## src/hdl/cpu_pkg.sv

```systemverilog
/*
 * Shared definitions of the dual-issue integer core.
 * Widths, MIPS opcode and function fields, ALU operation codes,
 * the records that travel between the pipeline stages and the
 * ALU evaluation used by execute and by decode forwarding.
 */
`default_nettype none

package cpu_pkg;

    typedef logic [31:0] word_t;
    typedef logic [31:0] inst_t;
    typedef logic [4:0]  reg_addr_t;
    typedef logic [4:0]  alu_op_t;

    localparam word_t RESET_PC   = 32'hBFC0_0000;
    localparam word_t INST_BYTES = 32'd4;

    ////////////////////////////////////////
    // Major opcodes
    localparam logic [5:0] OP_SPECIAL = 6'h00;
    localparam logic [5:0] OP_ADDIU   = 6'h09;
    localparam logic [5:0] OP_SLTI    = 6'h0A;
    localparam logic [5:0] OP_ANDI    = 6'h0C;
    localparam logic [5:0] OP_ORI     = 6'h0D;
    localparam logic [5:0] OP_XORI    = 6'h0E;
    localparam logic [5:0] OP_LUI     = 6'h0F;

    // SPECIAL function field
    localparam logic [5:0] FN_ADDU = 6'h21;
    localparam logic [5:0] FN_SUBU = 6'h23;
    localparam logic [5:0] FN_AND  = 6'h24;
    localparam logic [5:0] FN_OR   = 6'h25;
    localparam logic [5:0] FN_XOR  = 6'h26;
    localparam logic [5:0] FN_NOR  = 6'h27;
    localparam logic [5:0] FN_SLT  = 6'h2A;
    localparam logic [5:0] FN_SLTU = 6'h2B;
    localparam logic [5:0] FN_SLL  = 6'h00;
    localparam logic [5:0] FN_SRL  = 6'h02;
    localparam logic [5:0] FN_SRA  = 6'h03;

    ////////////////////////////////////////
    // ALU operations
    localparam alu_op_t ALU_NOP  = 5'd0;
    localparam alu_op_t ALU_ADD  = 5'd1;
    localparam alu_op_t ALU_SUB  = 5'd2;
    localparam alu_op_t ALU_AND  = 5'd3;
    localparam alu_op_t ALU_OR   = 5'd4;
    localparam alu_op_t ALU_XOR  = 5'd5;
    localparam alu_op_t ALU_NOR  = 5'd6;
    localparam alu_op_t ALU_SLT  = 5'd7;
    localparam alu_op_t ALU_SLTU = 5'd8;
    localparam alu_op_t ALU_SLL  = 5'd9;
    localparam alu_op_t ALU_SRL  = 5'd10;
    localparam alu_op_t ALU_SRA  = 5'd11;
    localparam alu_op_t ALU_LUI  = 5'd12;

    ////////////////////////////////////////
    // Stage records
    typedef struct packed {
        logic  valid;
        word_t pc;
        inst_t inst1;
        inst_t inst2;
    } fetch_pair_t;

    typedef struct packed {
        logic      valid;
        word_t     pc;
        alu_op_t   alu_op;
        word_t     src_a;
        word_t     src_b;
        logic      we;
        reg_addr_t waddr;
    } ex_op_t;

    typedef struct packed {
        word_t     pc;
        logic      we;
        reg_addr_t waddr;
        word_t     wdata;
    } wb_t;

    function automatic word_t alu_eval(alu_op_t op, word_t a, word_t b);
        case (op)
            ALU_ADD:  return a + b;
            ALU_SUB:  return a - b;
            ALU_AND:  return a & b;
            ALU_OR:   return a | b;
            ALU_XOR:  return a ^ b;
            ALU_NOR:  return ~(a | b);
            ALU_SLT:  return {31'h0, $signed(a) < $signed(b)};
            ALU_SLTU: return {31'h0, a < b};
            ALU_SLL:  return a << b[4:0];
            ALU_SRL:  return a >> b[4:0];
            ALU_SRA:  return $signed(a) >>> b[4:0];
            ALU_LUI:  return {b[15:0], 16'h0000};
            default:  return '0;
        endcase
    endfunction

    // Write-back record of one slot
    function automatic wb_t exec_op(ex_op_t op);
        wb_t wb;
        wb.pc    = op.pc;
        wb.we    = op.valid && op.we;
        wb.waddr = op.waddr;
        wb.wdata = alu_eval(op.alu_op, op.src_a, op.src_b);
        return wb;
    endfunction

endpackage

`default_nettype wire

```

## src/hdl/fetch_unit.sv

```systemverilog
/*
 * Fetch unit of the dual-issue core.
 * Presents one address per cycle and captures the returned
 * instruction pair into the fetch-to-decode register.
 * A redirect from decode reloads the pc and kills the pair in flight.
 */
`timescale 1ns/1ps
`default_nettype none

module fetch_unit (
    input  logic                 clk,
    input  logic                 rst_n_i,
    input  cpu_pkg::inst_t       inst1_i,
    input  cpu_pkg::inst_t       inst2_i,
    input  logic                 redirect_i,
    input  cpu_pkg::word_t       redirect_pc_i,
    output logic                 rreq_o,
    output cpu_pkg::word_t       raddr_o,
    output cpu_pkg::fetch_pair_t pair_o
);
    import cpu_pkg::*;

    logic  pair_valid;
    word_t pair_pc;
    inst_t pair_inst1;
    inst_t pair_inst2;

    // Program counter
    always_ff @(posedge clk or negedge rst_n_i) begin
        if (!rst_n_i) begin
            rreq_o  <= 1'b0;
            raddr_o <= RESET_PC;
        end else begin
            rreq_o <= 1'b1;
            if (redirect_i) begin
                raddr_o <= redirect_pc_i;
            end else if (rreq_o) begin
                raddr_o <= raddr_o + 2 * INST_BYTES;
            end
        end
    end

    // Pair fetched under a redirect is stale
    always_ff @(posedge clk or negedge rst_n_i) begin
        if (!rst_n_i) begin
            pair_valid <= 1'b0;
        end else begin
            pair_valid <= rreq_o && !redirect_i;
        end
    end

    always_ff @(posedge clk) begin
        pair_pc    <= raddr_o;
        pair_inst1 <= inst1_i;
        pair_inst2 <= inst2_i;
    end

    assign pair_o = '{valid: pair_valid, pc: pair_pc, inst1: pair_inst1, inst2: pair_inst2};

endmodule

`default_nettype wire

```

## config.mk

```make
export PLATFORM = sky130hd
export DESIGN_NAME = fetch_unit
export DESIGN_NICKNAME = d
export VERILOG_FILES = /design/src/hdl/cpu_pkg.sv /design/src/hdl/fetch_unit.sv
export SDC_FILE = /design/constraint.sdc
export NUM_CORES = 1
export LEC_CHECK = 0
export ABC_CLOCK_PERIOD_IN_PS = 2100
export BUFFER_PORTS_ARGS = -buffer_cell sky130_fd_sc_hd__buf_2
export CAP_MARGIN = 15
export CORE_MARGIN = 2
export CORE_UTILIZATION = 42
export DETAILED_ROUTE_END_ITERATION = 10
export GPL_TIMING_DRIVEN = 0
export PLACE_DENSITY = 0.79
export SKIP_CTS_REPAIR_TIMING = 1
export SLEW_MARGIN = 25
export SYNTH_ARGS = -nofsm -noshare
export SYNTH_HDL_FRONTEND = slang
export SYNTH_SLANG_ARGS = --single-unit
```

## constraint.sdc

```tcl
create_clock -name clk -period 2.1 [get_ports clk]
set_input_delay 0.105 -clock clk [delete_from_list [all_inputs] [get_ports clk]]
set_output_delay 0.105 -clock clk [all_outputs]
set_load 0.02 [all_outputs]
```

# After elaboration in Yosys (flattened, before gate mapping)
# Cells that the tools add are included.
[word_totals] register_bits=130 latchBits=0 ram_bits=0 mem_bits_ro=0 elab_cells=12 n_memories=0
[classes] addsub=1 mul=0 div=0 order_cmp=0 n_eq_ne=0 shifts=0 muxes=2 n_bitwise=0 reduce_logical=3
[ops] operator="$mux 32" n=2
[ops] operator="$add 32x4->32 const B" n=1
[ops] operator="$reduce_bool 2->1" n=1
[ops] operator="$logic_and 1x1->1" n=1
[ops] operator="$logic_not 1->1" n=1

# Longest topological paths before layout
# Gate-level depths: netlist (run 1).
[depth] word_depth=3 mapped_depth=8 depth_no_buf=5

# Worst setup path after synthesis (run 1)
# OpenSTA, ideal clock, no wires.
[synth_path] path_type="register to register" start="reg raddr_o[3]" end="reg raddr_o[29]" setup_time_ns=0.077 t_arrival_ns=1.811 t_required_ns=2.023 setup_slack_ns=0.211 stages_incl_launch_ff=7 n_path_buf=1 period_less_slack_ns=1.889 path_cell_list="dfrtp_1 -> ha_1 -> and3_1 -> nand3_1 -> clkbuf_1 -> or4_1 -> a31oi_1"
[synth_via] elab_chain_cells=3
[synth_rtl] element="from (decl)" line="fetch_unit.sv:18" text="output cpu_pkg::word_t raddr_o,"
[synth_rtl] element="from (signal assigned)" line="fetch_unit.sv:36" text="raddr_o <= redirect_pc_i;"
[synth_rtl] element="from (signal assigned)" line="fetch_unit.sv:38" text="raddr_o <= raddr_o + 2 * INST_BYTES;"
[synth_rtl] element="$add 32x4->32" line="fetch_unit.sv:38"
[synth_rtl] element="$mux 32" line="fetch_unit.sv:37" text="end else if (rreq_o) begin"
[synth_rtl] element="$mux 32" line="fetch_unit.sv:35" text="if (redirect_i) begin"
# Every way passes these cells. The select of a mux whose other input is x is not followed.
# A chain may end at the register's enable or synchronous reset.

# Final worst setup path (run 1)
[layout_path] start="reg rreq_o" end="reg raddr_o[28]"
[layout_via] elab_chain_cells=1
[layout_rtl] element="from (decl)" line="fetch_unit.sv:17" text="output logic rreq_o,"
[layout_rtl] element="from (signal assigned)" line="fetch_unit.sv:31" text="rreq_o <= 1'b0;"
[layout_rtl] element="from (signal assigned)" line="fetch_unit.sv:34" text="rreq_o <= 1'b1;"
[layout_rtl] element="$reduce_bool 2->1 (no line)"
# Every way passes these cells.

==> run_results.csv, run 1 <==
group,metric,value,unit
critical_path,cp_slowest_cell,"dfrtp_1",
yosys,synth_ff_type,"dfxtp_1",
floorplanning,fp.dieH,99.10,µm
final_layout,synthToLayoutAreaGrowth,75.46,%
final_layout,final_cell_area,0.006665,mm²
floorplanning,num_rows,34,
routing,viasPerCell,4.855,
pwr,cellLeakagePower,3.113,nW
timing,worst_pin_slew,0.8040,ns
routing,met1Wirelength,4.844,mm
yosys,async_reset_ff_share,26.15,%
timing,rsz0062_at_grt,"no",
critical_path,worstSetupPathType,"flip-flop to flip-flop",
routing,drtIter0Drc,101,
critical_path,arrival,2.36,ns
yosys,yosysUniqueCellTypes,30,
critical_path,max_stage_delay,0.34,ns
timing,post-route-period-util,93.56,%
final_layout,drive_above_1_share,43.71,%
outcome,status,"completed",
timing,fmaxAchievable,508.9,MHz
clocking,path_clk_slew,0.06,ns
timing,finalSetupViolations,0,
routing,via_count,3690,
floorplanning,dieArea,0.009821,mm²
timing,clock-skew-final,0.008599,ns
pwr,power.density,1006,mW/mm²
yosys,synth.most_common_cell,"dfxtp_1",
yosys,synth_common_cells,"dfxtp_1 (96), dfrtp_1 (25), nand2_1 (22)",
global_route,grt_overflow,0,
global_route,antenna_found_initial,0,
final_layout,num_antenna_cells,0,
timing,hold_viol,0,
worst_hold_path,worstHoldPathCells,4,
timing,maxSlewHeadroom,46.40,%
clocking,cts.htree.levels,4,
yosys,ys_ff_latch,130,
place,dpl.hpwl,7.621,mm
critical_path,crit_top_cell,"buf_6",
global_route,grt_pass1_wl,16.19,mm
critical_path,cp_top_family,"buffers and inverters",
critical_path,crit_cells,8,
floorplanning,start_util,43.35,%
place,post_dp_cell_area,0.005075,mm²
routing,highest_layer,"met4",
yosys,synth_fp_nets,396,
worst_hold_path,min_path_type,"input pin to flip-flop",
routing,wl,12.95,mm
global_route,grt_max_degree,35,
routing,wl_per_cell,17.04,µm
critical_path,cp-end-kind,"flip-flop",
critical_path,worstPathMaxFanout,10,
clocking,cts_tree,"built",
yosys,synth.yosys.warnings,0,
floorplanning,io_pins,229,
clocking,root_buffer,"clkbuf_8",
place,gp_congestion,0.7824,
place,io_buffer_count,228,
timing,drv_slew,0,
routing,ant_nets,0,
critical_path,ff2ff_path_depth,8,
floorplanning,core_area,0.008763,mm²
routing,wl_met2,7.129,mm
yosys,synth_edf_count,0,
pwr,ir_worst_vdd,568.8,µV
routing,dr_wl_met3,735,µm
critical_path,required,2.49,ns
critical_path,cp_num_buf_inv,4,
global_route,grtUsageTotal,21.10,%
critical_path,ff2ff_setup_slack,0.14,ns
job,maxCapViolations,0,
clocking,cts_made_buffers,17,
clocking,cts_buffer_depth,2,
yosys,syn_area_per_cell,12.83,µm²
yosys,seq_area_frac_synth,73.29,%
timing,fin_crit,1.965,ns
routing,dr.pass1.iters,5,
yosys,ys_top_cells_by_area,"dfxtp_1 (51%), dfrtp_1 (16%), dfstp_2 (6.2%)",
yosys,synth_top_area_cell,"dfxtp_1",
floorplanning,die_x,99.10,µm
clocking,insertion_delay,0.50,ns
place,placed_cells,632,
critical_path,crit_chain,"buf_4 -> and4_1 -> buf_6 -> nand4_4 -> buf_6 -> buf_2 -> o31ai_1 -> a31oi_1",
yosys,synth_top_area_share,50.59,%
final_layout,nNetsFinal,740,
yosys,synthesis.area,0.003799,mm²
final_layout,layout.cells.non_filler,760,
routing,remaining_drc_errors,0,
global_route,grt_pass1_vias,3237,
clocking,cts_sinks,130,
yosys,syn_inst,296,
critical_path,setup.worst_path.start_class,"flip-flop",
==> kinds of logic after synthesis <==
family / synth area share [%]
compound gates: 7.477
simple gates: 12.85
flops: 73.29
fa+ha+maj: 0.3293
other cells: 0.09872
xor+xnor: 2.536
buf+inv: 2.272
mux: 1.153
==> power breakdown <==
part	leakage (nW)	internal [mW]	total, mW	switching (mW)
clock network	0.303	1.90	3.03	1.14
logic	1.61	0.376	0.858	0.482
registers	1.20	2.68	2.81	0.133
total	3.11	4.95	6.70	1.75
==> tightest hold or removal path, delay by kind of cell <==
kind                   cells  cell delay (ns)
AND/OR/NAND/NOR            1             0.07
buffers and inverters      2             0.25
AO/OA/AOI/OAI              1             0.12
==> flip-flops by register name, summed over array words and instances, names as in the netlist <==
name,cells
pair_inst1,32
rreq_o,1
raddr_o,32
pair_inst2,32
pair_valid,1
pair_pc,32
==> area by class of cell <==
cell class / instances / area (µm²)
plain buffers: 14 / 80.08
clock buffers: 18 / 439.2
clock inverters: 13 / 172.7
fillers: 574 / 2098
inverters: 2 / 7.507
multi-input cells: 150 / 932.1
flip-flops and latches: 130 / 2786
well taps: 108 / 135.1
repair buffers: 325 / 2112
==> metal layers <==
layer,up-vias,global-route usage [%]
met5,-,0
met4,0,6.533
met3,24,6.887
met2,172,37.37
met1,1753,24.25
li1,1741,-
==> layout by cell type (no fill, tap or decap), types with 10 or more instances in the layout <==
cell	count
clkbuf_16	17
dfxtp_1	96
buf_2	231
dlygate4sd3_1	97
dfrtp_1	23
o31ai_1	13
xor2_1	10
o21ai_0	16
nand2_1	22
nor2_1	17
a31oi_1	17
or4_1	13
==> worst paths after layout <==
| check | from | end |
|---|---|---|
| worst max-delay path | rreq_o | raddr_o[28] |
| worst min-delay path | redirect_i | raddr_o[17] |
| worst max register to register | rreq_o | raddr_o[28] |
| worst min register to register | raddr_o[1] | pair_pc[1] |
| max in group asynchronous | rst_n_i | raddr_o[3] |
| min in group asynchronous | rst_n_i | raddr_o[6] |
==> metrics by stage <==
stage	hold WS [ns]	utilization, %	power (mW)	setup WS [ns]	setup TNS [ns]
after floorplan	-0.1906	-	3.202	0.2114	0
after global routing	0.1399	76.06	6.926	0.001777	0
after global placement	0.2076	57.91	3.528	0.06238	0
after CTS	-0.3296	64.89	6.576	-0.01340	-0.01340
final	0.09323	76.06	6.702	0.1351	0
after detailed placement	0.2091	57.91	3.552	0.01435	0
(Power assumes the default switching activity.)
==> run 2, diff against run 1 <==
- REMOVE_ABC_BUFFERS: default -> 1
- SKIP_LAST_GASP: default -> 1
- SLEW_MARGIN: 25 -> 20
==> run 2 against run 1 <==
Effect of this change: combinational power down 2%; fmax up 0.80%; cell area down 1.4%; largest cell class unchanged.
==> run_results.csv, run 2 (same netlist as run 1, synthesis figures left out) <==
group,metric,value,unit
worst_hold_path,min_path_type,"input pin to flip-flop",
global_route,grtUsageTotal,19.08,%
routing,remaining_drc_errors,0,
pwr,ir_worst_vdd,549.5,µV
floorplanning,dieArea,0.009821,mm²
clocking,insertion_delay,0.49,ns
timing,clock-skew-final,0.01194,ns
place,dpl.hpwl,7.034,mm
floorplanning,num_rows,34,
critical_path,worstSetupPathType,"flip-flop to flip-flop",
clocking,cts_made_buffers,17,
final_layout,fillers,585,
critical_path,max_stage_delay,0.56,ns
floorplanning,start_util,43.35,%
clocking,cts_buffer_depth,2,
critical_path,ff2ff_path_depth,4,
final_layout,synthToLayoutAreaGrowth,72.92,%
critical_path,crit_chain,"and4_2 -> nand4_4 -> or4_1 -> a31oi_1",
place,io_buffer_count,228,
worst_hold_path,worstHoldPathCells,2,
timing,finalSetupViolations,0,
timing,fin_crit,1.949,ns
routing,ant_nets,0,
floorplanning,io_pins,229,
global_route,antenna_found_initial,0,
timing,post-route-period-util,92.82,%
pwr,cellLeakagePower,3.050,nW
place,gp_congestion,0.7489,
routing,via_count,3614,
critical_path,arrival,2.35,ns
floorplanning,fp.dieH,99.10,µm
final_layout,final_cell_mix,"buf_2 (228), dlygate4sd3_1 (97), dfxtp_1 (96)",
final_layout,nNetsFinal,727,
routing,wl,12.48,mm
routing,drtIter0Drc,135,
timing,fmaxAchievable,513.0,MHz
clocking,root_buffer,"clkbuf_8",
final_layout,layout_commonest_cell,"buf_2",
final_layout,fin_util,74.96,%
critical_path,setup.worst_path.start_class,"flip-flop",
critical_path,cp-end-kind,"flip-flop",
critical_path,cp_slowest_cell,"or4_1",
routing,viasPerCell,4.832,
global_route,grt_pass1_vias,2957,
clocking,cts_tree,"built",
floorplanning,core_area,0.008763,mm²
timing,setup_tns,0,ns
timing,maxSlewHeadroom,38.61,%
place,post_dp_cell_area,0.004996,mm²
final_layout,drive_above_1_share,43.91,%
routing,dr.pass1.iters,4,
global_route,grt_overflow,0,
final_layout,num_antenna_cells,0,
global_route,grt_pass1_wl,14.60,mm
job,maxCapViolations,0,
timing,worst_pin_slew,0.9151,ns
clocking,cts_sinks,130,
clocking,cts.htree.levels,4,
clocking,path_clk_slew,0.06,ns
critical_path,worstPathMaxFanout,12,
global_route,grt_max_degree,35,
timing,drv_slew,0,
routing,wl_per_cell,16.68,µm
final_layout,final_cell_area,0.006569,mm²
floorplanning,die_x,99.10,µm
outcome,status,"completed",
pwr,power.density,982.7,mW/mm²
timing,hold_viol,0,
critical_path,required,2.50,ns
## run 2: cell count changes in the layout (fill, tap and decap cells not counted), sizes merged
cell	before	now
bufinv	3	1
clkinv	7	1
clkbuf	25	18
buf	235	228
inv	5	10
nand4	11	12
clkinvlp	0	4
## run 2: through the flow
stage               hold WS [ns]  power (mW)  instances  setup slack (ns)
floorplan                -0.1906       3.188        282           0.09877
global placement          0.2076       3.515        618          -0.06776
detailed placement        0.2086       3.539        618           -0.1187
CTS                      -0.3182       6.324        650           -0.1379
global route              0.1114       6.685        748         -0.001202
finish                   0.08272       6.455        748            0.1508
## run 2: final cells by class
cell class | count | area, µm² | area share [%]
Sequential cell | 130 | 2786 | 42.42
Timing Repair Buffer | 325 | 2112 | 32.15
Multi-Input combinational cell | 151 | 958.4 | 14.59
Clock buffer | 18 | 427.9 | 6.514
Clock inverter | 14 | 141.4 | 2.152
Tap cell | 108 | 135.1 | 2.057
Inverter | 2 | 7.507 | 0.1143
## run 2: worst max-delay path: cells and delay by family, from the launching register on
kind / cells / cell delay, ns
AO/OA/AOI/OAI: 1 / 0.17
flip-flops: 1 / 0.46
AND/OR/NAND/NOR: 3 / 1.22
## run 2: layer usage
layer	GRT usage (%)	wire length, µm	up-vias
met1	21.09	4557	1729
met2	34.56	6924	143
met4	7.376	297	0
met3	5.481	701	23
met5	0	0	-
li1	-	-	1719
## run 2: report_power, final
part / internal, mW / switching [mW] / total (mW)
Clock: 1.64 / 1.16 / 2.80
Sequential: 2.68 / 0.140 / 2.82
Combinational: 0.369 / 0.472 / 0.840
Total: 4.69 / 1.77 / 6.45
## run 2: worst paths after layout
| path | start | end | slack, ns |
|---|---|---|---|
| max in group asynchronous | rst_n_i | raddr_o[9] | 1.31 |
| hold reg to reg | raddr_o[0] | pair_pc[0] | 0.39 |
| min in group asynchronous | rst_n_i | raddr_o[0] | 0.25 |
| setup / recovery | rreq_o | raddr_o[31] | 0.15 |
| setup reg to reg | rreq_o | raddr_o[31] | 0.15 |
| hold / removal | redirect_i | pair_valid | 0.08 |
